==> src/source/dcache_ctrl_pe.sv <==
`timescale 1ns/1ns
`default_nettype none

module dcache_ctrl_pe (
    input  wire logic clk_i,
    input  wire logic rst_ni,

    input  wire logic core_req_valid_i,
    input  wire logic st0_is_load_i,
    input  wire logic refill_valid_i,
    input  wire logic st1_valid_i,
    input  wire logic st1_is_store_i,
    input  wire logic st1_hit_i,
    input  wire logic st2_valid_i,
    input  wire logic miss_ready_i,
    input  wire logic wt_ready_i,

    output logic      core_req_ready_o,
    output logic      refill_ready_o,
    output logic      st0_read_o,
    output logic      st1_we_o,
    output logic      st1_valid_o,
    output logic      st1_rsp_valid_o,
    output logic      st1_data_write_o,
    output logic      st2_we_o,
    output logic      st2_valid_o,
    output logic      wt_valid_o,
    output logic      evt_read_miss_o,
    output logic      evt_stall_o
);

    logic st1_valid_q;
    logic st2_valid_q;

    logic refill_accept;
    logic st1_store;
    logic st2_free;
    logic st1_retire;
    logic st1_hold;
    logic core_accept;

    assign st1_store = st1_valid_i & st1_is_store_i;

    // A refill may not replace a way while a store hit is pending on it
    assign refill_ready_o = ~st1_store;
    assign refill_accept  = refill_valid_i & refill_ready_o;

    // Stage 2 takes a new miss when empty or handing its miss off now
    assign st2_free = ~st2_valid_i | miss_ready_i;

    always_comb begin
        st1_retire = 1'b0;
        if (st1_valid_i && !refill_accept) begin
            if (st1_is_store_i) begin
                st1_retire = wt_ready_i;
            end else if (st1_hit_i) begin
                st1_retire = 1'b1;
            end else begin
                st1_retire = st2_free;
            end
        end
    end

    assign st1_hold = st1_valid_i & ~st1_retire;

    // A store in stage 1 blocks stage 0 so no read sees the old word
    assign core_req_ready_o = ~refill_accept & ~st1_hold & ~st1_store;
    assign core_accept      = core_req_valid_i & core_req_ready_o;

    assign st1_we_o   = core_accept;
    assign st0_read_o = core_accept & st0_is_load_i;

    assign st1_rsp_valid_o  = st1_retire & ~st1_is_store_i & st1_hit_i;
    assign st1_data_write_o = st1_retire & st1_is_store_i & st1_hit_i;
    assign st2_we_o         = st1_retire & ~st1_is_store_i & ~st1_hit_i;
    assign wt_valid_o       = st1_store;

    always_ff @(posedge clk_i or negedge rst_ni) begin
        if (!rst_ni) begin
            st1_valid_q <= 1'b0;
            st2_valid_q <= 1'b0;
        end else begin
            st1_valid_q <= core_accept | st1_hold;
            st2_valid_q <= st2_we_o | (st2_valid_i & ~miss_ready_i);
        end
    end

    assign st1_valid_o = st1_valid_q;
    assign st2_valid_o = st2_valid_q;

    assign evt_read_miss_o = st2_we_o;
    assign evt_stall_o     = core_req_valid_i & ~core_req_ready_o;

endmodule

`default_nettype wire

==> config.mk <==
export PLATFORM = sky130hd
export DESIGN_NAME = dcache_ctrl_pe
export DESIGN_NICKNAME = d
export VERILOG_FILES = /design/src/source/dcache_ctrl_pe.sv
export SDC_FILE = /design/constraint.sdc
export NUM_CORES = 1
export LEC_CHECK = 0
export BUFFER_PORTS_ARGS = -buffer_cell sky130_fd_sc_hd__buf_2
export CAP_MARGIN = 20
export CORE_AREA = 2 2 39 41
export CTS_BUF_LIST = sky130_fd_sc_hd__clkbuf_8
export CTS_CLUSTER_DIAMETER = 50
export CTS_CLUSTER_SIZE = 12
export DETAILED_ROUTE_END_ITERATION = 8
export DIE_AREA = 0 0 41 43
export GPL_TIMING_DRIVEN = 1
export PLACE_DENSITY = 0.46
export SETUP_SLACK_MARGIN = 0.1
export SYNTH_ARGS = -nofsm -noshare
export SYNTH_HDL_FRONTEND = slang
export SYNTH_SLANG_ARGS = --single-unit
==> constraint.sdc <==
create_clock -name clk_i -period 1.1 [get_ports clk_i]
set_input_delay 0.165 -clock clk_i [delete_from_list [all_inputs] [get_ports clk_i]]
set_output_delay 0.165 -clock clk_i [all_outputs]
set_load 0.1 [all_outputs]
==> results.yml, run 1 <==
yosys:
  synth_fp_nets: 34
  synth_seq_cells: 2
  seq_area_frac_synth_pct: 25.81
  yosysWarnings: 0
  netlist_instances: 23
  synth_area_sq_um: 193.9
  ys_types: 16
  avgSynthCellArea_sq_um: 8.432
pwr:
  power.share.sequential_pct: 11.1
  p_comb_share_pct: 52.8
  switching_share_pct: 37.71
  leakage_nw: 0.3295
  intPower_mw: 0.4803
  vdd_drop_max_mv: 0.3524
  powerDensity_nw_per_um2: 1005
  switchingPower_mw: 0.2908
  clkPwrFrac_pct: 36.1
setup_path:
  endpoint: "st2_we_o"
  crit_family: "simple AND/OR/NAND/NOR gates"
  path_class: "in -> out"
  crit_buf_inv: 2
  crit_path_max_incr_delay_ns: 0.54
  startpoint: "st1_hit_i"
  path_depth: 4
  required_ns: 0.94
  cp-end-kind: "output pin"
  crit_chain: "buf_6 -> or4b_4 -> a21oi_4 -> buf_12"
  path_max_fanout: 3
  cp.arrival_ns: 1.20
  cp-start-kind: "input pin"
  slowest_stage: "or4b_4"
placement:
  place.gp.congestion: 0.6851
  numPortBuffers: 22
  dp_hpwl_microns: 641
  place_area_sq_um: 645.6
route:
  ant_nets: 0
  post_drt_via_cell_ratio: 4.135
  first_pass_iters: 4
  wl_per_cell_microns: 10.07
  via_count: 306
  routed_wl_microns: 745
  drt_iter0_drc: 2
  drc_errors: 0
sta:
  layout_setup_ws_ns: -0.2669
  finalSetupViolations: 8
  relSlewSlack_pct: 82.35
  fin_crit_ns: 1.367
  rsz0062_at_grt: "yes"
  worst_pin_slew_ns: 0.2628
  hold_viol: 0
  fmax_ghz: 0.7316
  slew_violations: 0
  finalCritPeriodShare_pct: 124.3
  hold_ws_ns: 0.1839
clock_network:
  cts-root-buf: "clkbuf_8"
  clkSlewWorstSetupHoldPaths_ns: 0.03
  cts_max_level: 1
  clockBufferDepth: 2
  numCtsBuffers: 3
  tritoncts: "yes"
  clock_sinks: 2
run_status:
  status: "complete, but fails checks"
  violations: "negative setup slack"
min_path:
  hold_path.class: "in -> reg"
grt:
  grt_start_max_net_pins: 8
  first_global_vias: 321
  grt_util_all_layers_pct: 11.42
  grt_pass1_wl_microns: 1373
  grt-ovfl-total: 0
  antenna_found_initial: 0
floorplanning:
  core_region_area_sq_um: 1384
  dieHeight_microns: 43
  std_cell_rows: 14
  ios: 23
  dieArea_sq_um: 1763
  start_util_pct: 14.01
  die_width_microns: 41
layout:
  n_antenna_cell: 0
  layout_common_cells: "12 x buf_12, 6 x buf_2, 6 x buf_4, 5 x buf_6"
  nNetsFinal: 71
  mostFrequentLayoutCell: "buf_12"
  design_area_sq_um: 767.0
  drive_gt1_share_pct: 84.48
  synthToLayoutAreaGrowth_pct: 295.5
  final_core_util_pct: 55.43
job:
  max_cap_viol_count: 0
## through the flow
step	setup TNS [ns]	std cells	total power, mW	setup WS [ns]
6_report	-1.377	74	0.7712	-0.2669
5_1_grt	-1.809	74	0.8007	-0.2867
4_1_cts	-1.423	74	0.7775	-0.2710
3_5_place_dp	-1.652	68	0.4663	-0.2942
3_3_place_gp	-1.646	68	0.4642	-0.2908
2_1_floorplan	-6.393	23	0.3002	-1.232
## final cells by class
| type | instances | area [sq um] |
|---|---|---|
| Inverter | 4 | 18.77 |
| Fill cell | 112 | 616.8 |
| Tap cell | 16 | 20.02 |
| Sequential cell | 2 | 52.55 |
| Clock buffer | 3 | 41.29 |
| Multi-Input combinational cell | 16 | 207.7 |
| Timing Repair Buffer | 33 | 426.7 |
## registers in the layout, summed over array words and instances (netlist names)
name / cells
st1_valid_o: 1
st2_valid_o: 1
## what timing repair did
action | 4_1_cts | 5_1_grt
pin swaps | 4 | 2
setup endpoints to repair | 9 | 10
resized for setup | 15 | 0
hold buffers | 1 | 0
endpoints found under the hold margin | 2 | 0
buffers inserted | 2 | 0
## power groups by stage
| stage | clock, mW | combinational (mW) | sequential, mW |
|---|---|---|---|
| after CTS | 0.282 | 0.409 | 0.0863 |
| final | 0.278 | 0.407 | 0.0860 |
| after global placement | 0 | 0.378 | 0.0864 |
| after detailed placement | 0 | 0.379 | 0.0870 |
| after global routing | 0.290 | 0.424 | 0.0867 |
| after floorplan | 0 | 0.173 | 0.127 |
## Yosys cell counts
cell type,n,area (sq um)
dfrtp_1,2,50.05
buf_4,1,7.510
o21ai_1,1,5.000
nand2b_1,1,6.260
nand2_1,2,7.510
and3_1,1,6.260
o31a_1,1,8.760
and4bb_1,1,12.51
or3b_1,1,8.760
nor4_1,1,6.260
inv_1,4,15.01
a222oi_1,1,10.01
nor3_1,2,10.01
nor4b_1,2,17.52
a21oi_2,1,8.760
or4b_4,1,13.76
## metal layers
layer	track usage, %	share of wire [%]	up-vias
li1	-	-	157
met2	16.88	53	10
met1	15.34	39	139
met4	4.000	0	0
met3	3.141	7.8	0
met5	0	0	-
## logic make-up after synthesis
group | synth area share [%]
simple gates | 45.81
buf+inv | 11.61
flops | 25.81
compound gates | 16.77
## worst min-delay path by stage
stage | from | endpoint | slack (ns) | cells after the start
2_1_floorplan | rst_ni | st1_valid_o$_DFF_PN0_ | -0.13 | 0
3_3_place_gp | rst_ni | st1_valid_o$_DFF_PN0_ | -0.05 | 1
3_5_place_dp | rst_ni | st2_valid_o$_DFF_PN0_ | -0.05 | 1
4_1_cts | miss_ready_i | st2_valid_o$_DFF_PN0_ | 0.18 | 2
5_1_grt | miss_ready_i | st2_valid_o$_DFF_PN0_ | 0.20 | 2
6_report | miss_ready_i | st2_valid_o$_DFF_PN0_ | 0.18 | 2
Power figures use the tool's default switching activity.
==> run 2, diff against run 1 <==
--- a/config.mk
+++ b/config.mk
@@ -15,6 +15,7 @@
 export DIE_AREA = 0 0 41 43
 export GPL_TIMING_DRIVEN = 1
 export PLACE_DENSITY = 0.46
+export REMOVE_ABC_BUFFERS = 1
 export SETUP_SLACK_MARGIN = 0.1
 export SYNTH_ARGS = -nofsm -noshare
 export SYNTH_HDL_FRONTEND = slang
==> run 2 against run 1 <==
Against the previous run: the flow still finishes with violations (negative setup slack); combinational power is 3% higher; core utilization grew 3.1 points; via count grew 11%; critical path depth stayed put; clock power up 6%; cell count rose by 8.1%; flip-flop and latch count is the same; maximum frequency shrank 0.31%.
==> results.yml, run 2 (synthesis results as in run 1) <==
setup_path:
  path_max_fanout: 2
  cp-end-kind: "output pin"
  cp.arrival_ns: 1.21
  required_ns: 0.94
  path_class: "in -> out"
  cp-start-kind: "input pin"
layout:
  final_core_util_pct: 58.50
  n_antenna_cell: 0
  design_area_sq_um: 809.5
  mostFrequentLayoutCell: "buf_6"
  synthToLayoutAreaGrowth_pct: 317.4
  layout_common_cells: "13 x buf_6, 12 x buf_12, 8 x buf_2, 5 x buf_4"
  drive_gt1_share_pct: 79.69
  nNetsFinal: 77
sta:
  fin_tns_setup_ns: -1.423
  worst_pin_slew_ns: 0.2705
  hold_viol: 0
  relSlewSlack_pct: 81.97
  layout_setup_ws_ns: -0.2712
  slew_violations: 0
  finalSetupViolations: 9
  fmax_ghz: 0.7293
  finalCritPeriodShare_pct: 124.7
  rsz0062_at_grt: "yes"
  fin_crit_ns: 1.371
pwr:
  leakage_nw: 0.3730
  vdd_drop_max_mv: 0.3850
  powerDensity_nw_per_um2: 989.0
  fin_total_pwr_mw: 0.8006
floorplanning:
  ios: 23
  dieArea_sq_um: 1763
  dieHeight_microns: 43
  start_util_pct: 14.01
  core_region_area_sq_um: 1384
  die_width_microns: 41
  std_cell_rows: 14
grt:
  grt_util_all_layers_pct: 13.31
  grt_start_max_net_pins: 8
  first_global_vias: 369
  grt_pass1_wl_microns: 1538
  antenna_found_initial: 0
  grt-ovfl-total: 0
route:
  via_count: 339
  drc_errors: 0
  drt_iter0_drc: 4
  ant_nets: 0
  first_pass_iters: 5
  wl_per_cell_microns: 11.90
  routed_wl_microns: 952
  post_drt_via_cell_ratio: 4.238
job:
  max_cap_viol_count: 0
clock_network:
  clock_sinks: 2
  cts-root-buf: "clkbuf_8"
  tritoncts: "yes"
  clkSlewWorstSetupHoldPaths_ns: 0.03
  clockBufferDepth: 2
  cts_max_level: 1
  numCtsBuffers: 3
run_status:
  violations: "negative setup slack"
  status: "complete, but fails checks"
min_path:
  whs_path_depth: 2
  holdPathEnd: "st2_valid_o$_DFF_PN0_"
  hold_path.class: "in -> reg"
  min_from: "miss_ready_i"
placement:
  numPortBuffers: 22
  place.gp.congestion: 0.6419
  place_area_sq_um: 571.8
  dp_hpwl_microns: 607.9
[run 2: final cells by class]
cell class              instances  area (sq um)
clock buffers                   3         41.29
fillers                       109         574.3
inverters                       4         22.52
multi-input cells              16         201.4
flip-flops and latches          2         50.05
well taps                      16         20.02
repair buffers                 39         474.2
[run 2: stage by stage]
stage | worst slack [ns] | hold WS, ns | std cells
after CTS | -0.2707 | 0.1699 | 80
after global placement | -0.3363 | -0.04858 | 70
after global routing | -0.2937 | 0.1910 | 80
after detailed placement | -0.3397 | -0.04689 | 70
final | -0.2712 | 0.1636 | 80
after floorplan | -3.918 | -0.1306 | 22
[run 2: where the power goes]
group | internal [mW] | leakage [nW] | switching (mW)
Combinational | 0.177 | 0.327 | 0.244
Clock | 0.232 | 0.0216 | 0.0634
Sequential | 0.0801 | 0.0244 | 0.00492
[run 2: how the worst max path moves through the flow]
stage	slack (ns)	to	from	cells after the start
final	-0.27	st2_we_o	st1_is_store_i	4
after global routing	-0.29	evt_read_miss_o	st1_is_store_i	4
after CTS	-0.27	st2_we_o	st1_is_store_i	4
after detailed placement	-0.34	st2_we_o	refill_valid_i	4
after global placement	-0.34	evt_read_miss_o	refill_valid_i	4
after floorplan	-3.92	st1_we_o	st1_is_store_i	3
[run 2: repair_timing]
item	4_1_cts	5_1_grt
buffers inserted	8	2
hold endpoints to repair	2	0
pin swaps	5	4
setup endpoints to repair	9	11
resized for setup	27	5
hold buffers	1	0
[run 2: worst max-delay path, cell delays in order]
cell     delay, ns
buf_6         0.09
or4b_4        0.55
a21oi_4       0.19
buf_12        0.20
[run 2: per-layer routing]
| layer | up-vias | global-route usage, % | wire (microns) |
|---|---|---|---|
| li1 | 169 | - | - |
| met1 | 160 | 15.29 | 377 |
| met2 | 10 | 20.94 | 520 |
| met3 | 0 | 1.571 | 54 |
| met4 | 0 | 10.00 | 0 |
| met5 | - | 0 | 0 |
