`src/source/dcache_pkg.sv`:
```
`default_nettype none

package dcache_pkg;

    // Core-side widths
    parameter int unsigned ADDR_W = 32;
    parameter int unsigned WORD_W = 32;
    parameter int unsigned BE_W   = WORD_W / 8;
    parameter int unsigned TID_W  = 4;

    // Byte address
    typedef logic [ADDR_W-1:0] addr_t;

    // One data word
    typedef logic [WORD_W-1:0] word_t;

    // Byte enables of one word
    typedef logic [BE_W-1:0] be_t;

    // Transaction id of the requester
    typedef logic [TID_W-1:0] tid_t;

    // Request operation
    typedef enum logic {
        OP_LOAD  = 1'b0,
        OP_STORE = 1'b1
    } req_op_e;

endpackage

`default_nettype wire

```
`src/source/dcache_dir.sv`:
```
`timescale 1ns/1ns
`default_nettype none

module dcache_dir #(
    parameter int unsigned NUM_SETS   = 16,
    parameter int unsigned NUM_WAYS   = 2,
    parameter int unsigned LINE_WORDS = 4,
    localparam int unsigned SET_W     = $clog2(NUM_SETS),
    localparam int unsigned TAG_W     = dcache_pkg::ADDR_W - $clog2(dcache_pkg::BE_W)
                                        - $clog2(LINE_WORDS) - SET_W
) (
    input  wire logic                clk_i,
    input  wire logic                rst_ni,

    input  wire logic                read_i,
    input  wire logic [SET_W-1:0]    read_set_i,
    input  wire logic [TAG_W-1:0]    st1_tag_i,
    output logic [NUM_WAYS-1:0]      hit_way_o,

    input  wire logic                refill_i,
    input  wire logic [SET_W-1:0]    refill_set_i,
    input  wire logic [TAG_W-1:0]    refill_tag_i,
    output logic [NUM_WAYS-1:0]      refill_way_o
);

    localparam int unsigned PTR_W = (NUM_WAYS > 1) ? $clog2(NUM_WAYS) : 1;

    logic [TAG_W-1:0]    tag_q      [NUM_SETS][NUM_WAYS];
    logic [NUM_WAYS-1:0] valid_q    [NUM_SETS];
    logic [PTR_W-1:0]    rr_q       [NUM_SETS];

    // Tags and valid bits read in stage 0
    logic [TAG_W-1:0]    rd_tag_q   [NUM_WAYS];
    logic [NUM_WAYS-1:0] rd_valid_q;

    logic [NUM_WAYS-1:0] match_way;
    logic [NUM_WAYS-1:0] free_way;
    logic                free_found;

    always_ff @(posedge clk_i) begin
        if (read_i) begin
            for (int w = 0; w < NUM_WAYS; w++) begin
                rd_tag_q[w] <= tag_q[read_set_i][w];
            end
        end
    end

    always_ff @(posedge clk_i or negedge rst_ni) begin
        if (!rst_ni) begin
            rd_valid_q <= '0;
        end else if (read_i) begin
            rd_valid_q <= valid_q[read_set_i];
        end
    end

    always_comb begin
        for (int w = 0; w < NUM_WAYS; w++) begin
            hit_way_o[w] = rd_valid_q[w] & (rd_tag_q[w] == st1_tag_i);
        end
    end

    // Victim choice: same tag, then first invalid way, then round robin
    always_comb begin
        free_way   = '0;
        free_found = 1'b0;
        for (int w = 0; w < NUM_WAYS; w++) begin
            match_way[w] = valid_q[refill_set_i][w] & (tag_q[refill_set_i][w] == refill_tag_i);
            if (!free_found && !valid_q[refill_set_i][w]) begin
                free_way[w] = 1'b1;
                free_found  = 1'b1;
            end
        end
        if (|match_way) begin
            refill_way_o = match_way;
        end else if (free_found) begin
            refill_way_o = free_way;
        end else begin
            refill_way_o = '0;
            refill_way_o[rr_q[refill_set_i]] = 1'b1;
        end
    end

    always_ff @(posedge clk_i) begin
        if (refill_i) begin
            for (int w = 0; w < NUM_WAYS; w++) begin
                if (refill_way_o[w]) begin
                    tag_q[refill_set_i][w] <= refill_tag_i;
                end
            end
        end
    end

    always_ff @(posedge clk_i or negedge rst_ni) begin
        if (!rst_ni) begin
            for (int s = 0; s < NUM_SETS; s++) begin
                valid_q[s] <= '0;
                rr_q[s]    <= '0;
            end
        end else if (refill_i) begin
            valid_q[refill_set_i] <= valid_q[refill_set_i] | refill_way_o;
            if (rr_q[refill_set_i] == PTR_W'(NUM_WAYS - 1)) begin
                rr_q[refill_set_i] <= '0;
            end else begin
                rr_q[refill_set_i] <= rr_q[refill_set_i] + 1'b1;
            end
        end
    end

endmodule

`default_nettype wire

```
`config.mk`:
```
export PLATFORM = sky130hd
export DESIGN_NAME = dcache_dir
export DESIGN_NICKNAME = d
export VERILOG_FILES = /design/src/source/dcache_pkg.sv /design/src/source/dcache_dir.sv
export SDC_FILE = /design/constraint.sdc
export NUM_CORES = 1
export LEC_CHECK = 0
export ABC_AREA = 1
export BUFFER_PORTS_ARGS = -buffer_cell sky130_fd_sc_hd__buf_4
export CORE_MARGIN = 2
export CORE_UTILIZATION = 35
export CTS_BUF_LIST = sky130_fd_sc_hd__clkbuf_4
export CTS_CLUSTER_SIZE = 28
export DETAILED_ROUTE_END_ITERATION = 10
export PLACE_DENSITY = 0.48
export SETUP_SLACK_MARGIN = 0.05
export SLEW_MARGIN = 20
export SYNTH_ARGS = -nofsm -noshare
export SYNTH_HDL_FRONTEND = slang
export SYNTH_SLANG_ARGS = --single-unit
```
`constraint.sdc`:
```
create_clock -name clk_i -period 3.9 [get_ports clk_i]
set_input_delay 0.39 -clock clk_i [delete_from_list [all_inputs] [get_ports clk_i]]
set_output_delay 0.39 -clock clk_i [all_outputs]
set_load 0.01 [all_outputs]
```
==> results of run 1 <==
[power groups by stage]
stage | sequential (mW) | combinational [mW] | clock [mW]
detailed placement | 10.8 | 2.88 | 0
global placement | 10.8 | 2.88 | 0
finish | 10.6 | 3.07 | 8.39
CTS | 10.6 | 3.00 | 8.60
floorplan | 10.8 | 1.49 | 0
global route | 10.7 | 3.30 | 9.08
[synth_stat cells (all sizes together), types with 6 or more instances]
cell	number	area (sq um)
nand2	1819	6840
edfxtp	816	24500
o21ai	636	3180
nor2	483	1850
inv	278	1050
clkbuf	180	676
a21oi	171	856
buf	131	837
nand3	122	628
o221ai	95	832
o211ai	67	503
dfrtp	50	1250
o22ai	46	288
nand4	19	119
xor2	10	87.6
a22oi	8	60.1
nor3	8	40.0
or2	7	43.8
nor4	6	37.5
xnor2	6	52.6
[worst register-to-register path, cell delays in order, from the launching register on]
cell,delay (ns)
sky130_fd_sc_hd__edfxtp_1,0.44
sky130_fd_sc_hd__nand2_1,0.09
sky130_fd_sc_hd__o21ai_1,0.07
sky130_fd_sc_hd__nand2_1,0.07
sky130_fd_sc_hd__nand2_1,0.05
sky130_fd_sc_hd__nand2_1,0.06
sky130_fd_sc_hd__nand2_2,0.10
sky130_fd_sc_hd__o21ai_4,0.24
sky130_fd_sc_hd__buf_6,0.14
sky130_fd_sc_hd__nand2_2,0.05
sky130_fd_sc_hd__nor2_2,0.10
sky130_fd_sc_hd__nand2_1,0.05
sky130_fd_sc_hd__nor2_1,0.10
sky130_fd_sc_hd__nand2_1,0.11
sky130_fd_sc_hd__inv_2,0.08
sky130_fd_sc_hd__nand2_4,0.07
sky130_fd_sc_hd__nand2_8,0.10
sky130_fd_sc_hd__buf_4,0.12
sky130_fd_sc_hd__inv_2,0.06
sky130_fd_sc_hd__buf_12,0.16
sky130_fd_sc_hd__nor2_4,0.13
sky130_fd_sc_hd__buf_12,0.22
[flip-flops by register name, indices dropped and copies added (netlist names)]
signal,flops
rd_tag_q,48
rd_valid_q,2
rr_q,16
tag_q,768
valid_q,32
[routing by layer]
layer	vias up	GRT usage	share of wire
met5	-	0	0.00017
li1	17600	-	-
met4	4	0.102	0.032
met1	18800	0.390	0.43
met3	297	0.0522	0.089
met2	2027	0.440	0.45
[path summary, 6_finish.rpt]
path	startpoint	to	slack, ns	depth (start not counted)
max in group asynchronous	rst_ni	rr_q[8]	3.36	4
max	refill_set_i[0]	refill_way_o[1]	0.25	18
min reg2reg	rr_q[0]	rr_q[0]	0.49	2
min in group asynchronous	rst_ni	valid_q[28]	0.22	4
max reg2reg	tag_q[15][15]	tag_q[8][11]	0.91	21
min	refill_tag_i[23]	tag_q[10][47]	0.12	2
[metrics by stage]
stage | std cells | TNS [ns] | power (mW) | util | hold slack, ns
2_1_floorplan | 4986 | 0 | 12.2 | - | 0.0944
3_3_place_gp | 6587 | 0 | 13.7 | 0.388 | 0.471
3_5_place_dp | 6587 | 0 | 13.7 | 0.388 | 0.470
4_1_cts | 7077 | -0.0122 | 22.2 | 0.419 | 0.00560
5_1_grt | 7101 | 0 | 23.0 | 0.422 | 0.0632
6_report | 7101 | 0 | 22.1 | 0.422 | 0.124
[area by class of cell]
cell class,instances,area [sq um],share of cell area
flip-flops and latches,866,25800,0.492
multi-input cells,3527,16300,0.312
repair buffers,352,4100,0.0784
clock buffers,358,2690,0.0513
well taps,1637,2050,0.0391
inverters,282,1080,0.0207
clock inverters,76,359,0.00686
diodes,3,7.51,0.000143
[cell families after synthesis]
kind of cell,Yosys count,synth area share
AO/OA/AOI/OAI,1040,0.133
buffers and inverters,593,0.0586
flip-flops,866,0.586
AND/OR/NAND/NOR,2471,0.219
XOR/XNOR,16,0.00319
[placed cells by master (no fill, tap or decap), types with 67 or more instances in the layout]
master,Yosys,layout
sky130_fd_sc_hd__nand2_1,1814,1773
sky130_fd_sc_hd__inv_1,274,268
sky130_fd_sc_hd__a21oi_1,171,154
sky130_fd_sc_hd__o21ai_0,582,567
sky130_fd_sc_hd__o211ai_1,67,67
sky130_fd_sc_hd__nor2_1,478,434
sky130_fd_sc_hd__clkbuf_4,0,358
sky130_fd_sc_hd__edfxtp_1,816,816
sky130_fd_sc_hd__nand3_1,120,118
sky130_fd_sc_hd__o221ai_1,95,95
sky130_fd_sc_hd__buf_12,1,103
sky130_fd_sc_hd__buf_4,7,195
[what timing repair did]
item	in CTS	in global routing
buffers inserted	11	24
hold buffers	45	0
endpoints found under the hold margin	924	0
resized for setup	63	70
endpoints found under the setup margin	2	2
pin swaps	22	35
==> results by stage, run 1 <==
Hold path:
- The path class of the tightest hold or removal check is in -> reg.

Timing:
- Between clock sinks in the finished design, the worst skew comes to 0.0889 ns.
- Setup repair after global routing could not meet its margin everywhere.
- The final setup violation count is 0.
- The highest achievable clock rate is 274 MHz.
- The slew at the pin with the worst max-slew slack is 0.976 ns.
- The number of pins with negative max-slew slack in the final report is 0.
- The shortest clock period the worst path allows after layout is 3.65 ns.
- The worst max-slew margin expressed relative to the limit is 0.347.
- Across all setup checks in the final design, the least slack found is 0.247 ns.
- The final hold violation count is 0.
- In the finished design, the share of the clock period the worst path needs comes to 0.937.

Floorplan:
- The number of top-level design ports is 64.
- The core region is 124,000 sq um.
- The width of the die is 358 microns.
- The die covers 128,000 sq um.
- The height of the die is 358 microns.
- Row generation in the floorplan step produced 129 rows.
- For this configuration, the core starts out at a cell density of 0.354.

Worst setup path:
- The data arrival at the endpoint of the critical path is 3.26 ns.
- The critical path launch point type is an input pin.
- The worst setup path is captured at an output port.
- Along the worst path, the maximum fanout reaches 24.
- The kind of cell with the highest combined delay along the critical path is simple AND/OR/NAND/NOR gates.
- The delay of the slowest cell on the worst path is 0.61 ns.
- The signal on the critical path passes through buf_8 -> nand2_2 -> dlygate4sd3_1 -> buf_12 -> nor2_1 -> a21oi_1 -> nand2_1 -> nand2_1 -> nand2_1 -> o21ai_1 -> nand2_1 -> nor2_1 -> nand3_1 -> nor2_2 -> nand2_2 -> nand2_4 -> nand2_8 -> buf_6.
- The setup path with the least slack is of type in -> out.
- On the critical path, the stage with the largest delay is an instance of sky130_fd_sc_hd__dlygate4sd3_1.
- For the worst setup path, the data required time is 3.51 ns.
- The critical path buffer and inverter count is 4.
- The cell that appears most often on the critical path is sky130_fd_sc_hd__nand2_1.

Pwr:
- Across the VDD grid, the largest voltage drop is 0.325 mV.
- Of the total power, registers draw 0.481.
- The cell leakage power is 20.9 nW.
- Of the total power, the share spent switching nets is 0.291.
- Summed over all nets, the switching power comes to 6.43 mW.
- The internal portion of the total power is 15.7 mW.
- The power per cell area is 422 nW/um^2.
- The share of total power dissipated in the clock network is 0.380.
- The fraction of power consumed by combinational cells is 0.139.

Detailed routing:
- The average wire per standard cell is 25.6 microns.
- Once detail routing completed, the nets flagged for antenna violations numbered 0.
- In the routed design, unresolved DRC markers number 0.
- In the routed layout, each cell is associated on average with a via count of 5.46.
- The number of search-and-repair iterations in the first detailed-routing pass is 6.
- The routed design has 182,000 microns of wire.
- The DRC marker count from the first detailed-route iteration is 4,637.
- For this block, the via count after detailed routing is 38.8k.

Layout:
- The ratio of cells with drive above 1 in the final layout is 0.153.
- The final-layout fill cell count is 12.2k.
- The finished cells cover 52,400 sq um.
- The number of nets in the layout is 5,328.
- From synthesis to final layout, the design area changed by 19.2%.

Clock tree:
- The maximum count of clock buffers along a single path is 3.
- The CTS buffer count is 239.
- The buffer cell driving the clock tree root is sky130_fd_sc_hd__clkbuf_4.
- At the later pin of the worst-skew pair, clock insertion delay measures 1.23 ns.
- The clock-pin slew reported for the worst setup and hold paths after clock tree synthesis is 0.06 ns.
- The maximum level of the CTS H-tree is 4.
- TritonCTS built the clock tree.
- The number of clock sinks seen by CTS is 866.

Run:
- The count of max-cap constraint violations is 0.

Placement:
- The cell area after placement is 48,200 sq um.
- The HPWL after detailed placement is 115,000 microns.
- The weighted congestion reported at the end of routability-driven placement is 0.936.
- Timing analysis after detailed placement gives a worst setup slack of 0.181 ns.
- The total of buffers placed on input and output ports is 63.

Synth:
- The share of the Yosys chip area taken by registers is 0.586.
- The synthesized flop and latch total is 866.
- Each instance of the synthesized netlist takes up on average 8.81 sq um.
- The total standard cell area after synthesis is 43,900 sq um.
- Synthesis produced a netlist whose cell count is 4,986.
- Counting distinct cell types in the post-synthesis netlist gives 43.
- The net count after synthesis is 5,046.
- The Yosys step of the flow raised 0 warnings.
- For this run, asynchronously set or reset flops after synthesis account for 0.0577.
- The number of enable-type register cells in the synthesized netlist is 816.
- The leading register cell type out of synthesis is sky130_fd_sc_hd__edfxtp_1.

Global route:
- The overall routing resource usage is 0.282.
- The wire length of the first global-routing pass is 260,000 microns.
- The number of global-route vias before repair was 36.5k.
- Entering global routing, the biggest net connects 110 pins.
- The total global routing overflow is 0.
- The number of antenna violations at the first check in global routing is 6.

Run status:
- The run finished with clean final reports.
Note: power is estimated with default switching activity, not from simulation.
==> inputs of run 2 (changes only) <==
- ABC_AREA: 1 -> not set
==> results by stage, run 2 <==
Run status:
- Outcome: finished with violations (was finished clean).
- The final reports fail on negative setup slack.

Detailed routing:
- The DRC violation count after routing is 0 (unchanged).
- The final antenna-violating net count is 0 (unchanged).
- The via count normalized by instance count came to 5.97 (was 5.46).
- The sum of routed wire length over all layers is 153,000 microns (was 182,000 microns).
- The DRC marker count from the first detailed-route iteration came to 3,115 (was 4,637).
- The average wire per standard cell was 35.0 microns (was 25.6 microns).
- The total number of vias was 26.1k (was 38.8k).
- The number of search-and-repair iterations in the first detailed-routing pass was 7 (was 6).

Synth:
- Most used standard cells in the synthesized netlist: sky130_fd_sc_hd__edfxtp_1, sky130_fd_sc_hd__mux4_2, sky130_fd_sc_hd__mux2i_1 (was sky130_fd_sc_hd__nand2_1, sky130_fd_sc_hd__edfxtp_1, sky130_fd_sc_hd__o21ai_0).
- The number of distinct library cells after synthesis is 74 (was 43).
- The net count after synthesis came to 2,211 (was 5,046).
- Area contributors post-synth: sky130_fd_sc_hd__edfxtp_1, sky130_fd_sc_hd__mux4_2, sky130_fd_sc_hd__dfrtp_1 (was sky130_fd_sc_hd__edfxtp_1, sky130_fd_sc_hd__nand2_1, sky130_fd_sc_hd__o21ai_0).
- The post-synthesis cell type with the largest combined area is sky130_fd_sc_hd__edfxtp_1 (unchanged).
- The mean instance size in the synthesized netlist is 19.3 sq um (was 8.81 sq um).
- The portion of the post-synthesis area used by sequential elements came to 0.621 (was 0.586).
- The leading register cell type out of synthesis is sky130_fd_sc_hd__edfxtp_1 (unchanged).
- The post-synthesis async set-or-reset flop share is 0.0577 (unchanged).
- The yosys synthesis warning count was 0 (unchanged).
- The number of enable-type register cells in the synthesized netlist is 816 (unchanged).
- The synthesized netlist cell count is 2,151 (was 4,986).
- The most frequent cell after synthesis is sky130_fd_sc_hd__edfxtp_1 (was sky130_fd_sc_hd__nand2_1).
- The synthesized flop and latch total is 866 (unchanged).
- The total standard cell area after synthesis is 41,400 sq um (was 43,900 sq um).
- The proportion of netlist area held by the largest area contributor came to 0.591 (was 0.558).

Layout:
- The register ranked first by flip-flop count is tag_q (unchanged).
- Biggest registers after layout: tag_q x768, rd_tag_q x48, valid_q x32 (unchanged).
- The number of nets in the layout is 2,716 (was 5,328).
- Leading cell types in the layout, fill and taps excluded: sky130_fd_sc_hd__edfxtp_1, sky130_fd_sc_hd__mux4_2, sky130_fd_sc_hd__clkbuf_4 (was sky130_fd_sc_hd__nand2_1, sky130_fd_sc_hd__edfxtp_1, sky130_fd_sc_hd__o21ai_0).
- The growth of design area from synthesis to finish is 21.7% (was 19.2%).
- The non-filler instance count after layout is 4,382 (was 7,101).
- The flip-flop count of the largest register after layout is 768 (unchanged).
- The ratio of cells with drive above 1 in the final layout is 0.442 (was 0.153).
- The most common cell after layout, fill and taps aside is sky130_fd_sc_hd__edfxtp_1 (was sky130_fd_sc_hd__nand2_1).
- The final instance area was 50,500 sq um (was 52,400 sq um).

Pwr:
- The worst vdd rail ir drop is 0.229 mV (was 0.325 mV).
- The power per cell area is 431 nW/um^2 (was 422 nW/um^2).
- The cell leakage power is 16.7 nW (was 20.9 nW).

Worst setup path:
- The cell depth of the worst flop-to-flop path is 11 (was 21).
- The terminus of the critical flop-to-flop path is tag_q[3][8] (was tag_q[8][11]).
- The type of element capturing the critical path was an output port (unchanged).
- The data arrival at the endpoint of the critical path is 3.98 ns (was 3.26 ns).
- The beginning of the critical path is tag_q[11][38] (was refill_set_i[0]).
- The end of the critical path is refill_way_o[0] (was refill_way_o[1]).
- The launch instance of the worst register-to-register path is tag_q[9][14] (was tag_q[15][15]).
- The critical path launch point type is a flop (was input pin).
- The required time of the worst setup path was 3.51 ns (about the same).
- The largest fanout of any net on the critical path is 3 (was 24).
- The register-to-register path setup slack was 0.14 ns (was 0.91 ns).
- The category of the most critical setup path was reg -> out (was in -> out).

Global route:
- The pin count of the biggest net entering global routing is 51 (was 110).
- The number of global-route vias before repair is 26.8k (was 36.5k).
- The total global routing overflow is 0 (unchanged).
- The wire length of the first global-routing pass is 213,000 microns (was 260,000 microns).
- The number of antenna violations at the first check in global routing came to 9 (was 6).
- The overall routing resource usage is 0.255 (was 0.282).

Placement:
- The weighted congestion reported at the end of routability-driven placement was 0.903 (was 0.936).
- The placed instance count is 3,913 (was 6,587).
- The placed wire-length estimate came to 107,000 microns (was 115,000 microns).
- The pre-CTS setup slack is -0.539 ns (was 0.181 ns).
- The cell area after placement is 46,700 sq um (was 48,200 sq um).
- The total of buffers placed on input and output ports was 63 (unchanged).

Timing:
- The highest achievable clock rate is 229 MHz (was 274 MHz).
- The slew at the pin with the worst max-slew slack came to 1.09 ns (was 0.976 ns).
- The shortest clock period the worst path allows after layout was 4.37 ns (was 3.65 ns).
- The final setup violation count is 2 (was 0).
- The final hold violation count is 0 (unchanged).
- The worst max-slew margin expressed relative to the limit is 0.272 (was 0.347).
- Unrepaired setup endpoints after global routing: yes (unchanged).
- The setup slack after layout is -0.473 ns (was 0.247 ns).
- The tightest hold margin is 0.127 ns (was 0.124 ns).
- The worst clock skew is 0.0733 ns (was 0.0889 ns).
- The number of pins with negative max-slew slack in the final report came to 0 (unchanged).
- The post-route fraction of the period consumed by the critical path is 1.12 (was 0.937).

Clock tree:
- The maximum count of clock buffers along a single path was 3 (unchanged).
- The buffer cell driving the clock tree root is sky130_fd_sc_hd__clkbuf_4 (unchanged).
- The maximum level of the CTS H-tree is 4 (unchanged).
- The clock-pin slew reported for the worst setup and hold paths after clock tree synthesis was 0.07 ns (was 0.06 ns).
- The CTS buffer count is 236 (was 239).
- The clock latency of the later-clocked register in the worst-skew pair is 1.16 ns (was 1.23 ns).
- The number of clock sinks seen by CTS was 866 (unchanged).
- The clock tree from TritonCTS was yes (unchanged).

Floorplan:
- The height of the die is 348 microns (was 358 microns).
- The die area is 121,000 sq um (was 128,000 sq um).
- The effective utilization at floorplan is 0.352 (was 0.354).
- The number of top-level design ports is 64 (unchanged).
- The core region area is 118,000 sq um (was 124,000 sq um).
- The row count came to 126 (was 129).
- The width of the die came to 348 microns (was 358 microns).

Run:
- The count of max-cap constraint violations was 0 (unchanged).

Hold path:
- The worst hold path class is in -> reg (unchanged).
- The source of the worst hold timing path is read_set_i[0] (was refill_tag_i[23]).
==> run 2: how the worst min path moves through the flow <==
stage	to	depth (start not counted)	slack (ns)
2_1_floorplan	rd_valid_q[0]	0	0.09
3_3_place_gp	rr_q[11]	1	0.46
3_5_place_dp	rr_q[0]	2	0.47
4_1_cts	rd_tag_q[0][1]	3	0.02
5_1_grt	rd_tag_q[0][1]	3	0.04
6_report	rd_tag_q[0][1]	3	0.13
==> run 2: power by group <==
| group | leakage, nW | internal [mW] | total [mW] | switching [mW] |
|---|---|---|---|---|
| logic | 7.01 | 1.25 | 2.86 | 1.60 |
| clock network | 1.76 | 4.27 | 8.22 | 3.94 |
| registers | 7.97 | 10.5 | 10.7 | 0.203 |
==> run 2: timing repair <==
item                       4_1_cts  5_1_grt
hold buffers                    35        0
pin swaps                       12       10
buffers inserted                 6        2
setup endpoints to repair        3       13
hold endpoints to repair       918        0
gates resized for setup         42       20
==> run 2: cell families after synthesis <==
| group | Yosys count | synth area share |
|---|---|---|
| flip-flops | 866 | 0.621 |
| multiplexers | 553 | 0.265 |
| AO/OA/AOI/OAI | 240 | 0.0424 |
| AND/OR/NAND/NOR | 232 | 0.0266 |
| buffers and inverters | 168 | 0.0246 |
| XOR/XNOR | 92 | 0.0194 |
==> run 2: per-layer routing <==
metal / vias up / routed length [microns] / share of wire / global-route usage
met1: 14000 / 64300 / 0.42 / 0.352
met5: - / 0 / 0 / 0
met4: 0 / 4590 / 0.030 / 0.0835
met2: 1411 / 72000 / 0.47 / 0.398
met3: 259 / 12600 / 0.082 / 0.0585
li1: 10400 / - / - / -
==> run 2: critical path, cell delays in order (launching register included) <==
cell	delay (ns)
sky130_fd_sc_hd__edfxtp_1	0.37
sky130_fd_sc_hd__mux4_2	0.24
sky130_fd_sc_hd__o22ai_1	0.11
sky130_fd_sc_hd__a211oi_1	0.65
sky130_fd_sc_hd__xnor2_1	0.28
sky130_fd_sc_hd__nor4_2	0.33
sky130_fd_sc_hd__and4b_1	0.30
sky130_fd_sc_hd__nand4bb_4	0.19
sky130_fd_sc_hd__o21ai_4	0.18
sky130_fd_sc_hd__buf_4	0.19
==> run 2: per-stage QoR <==
stage	total power, mW	setup TNS [ns]	util
after floorplan	12.3	-42.20	-
after global placement	13.6	-340.81	0.396
after detailed placement	13.6	-350.59	0.396
after CTS	22.0	-1.11	0.427
after global routing	22.6	-1.16	0.428
final	21.8	-0.880	0.428
==> run 2: layout make-up <==
class                           count  area (sq um)
Antenna cell                        9          22.5
Tap cell                         1536          1920
Inverter                           25          93.8
Multi-Input combinational cell   1117         15400
Clock inverter                     89           510
Sequential cell                   866         25800
Clock buffer                      330          2480
Timing Repair Buffer              410          4280
Fill cell                       10400         67300
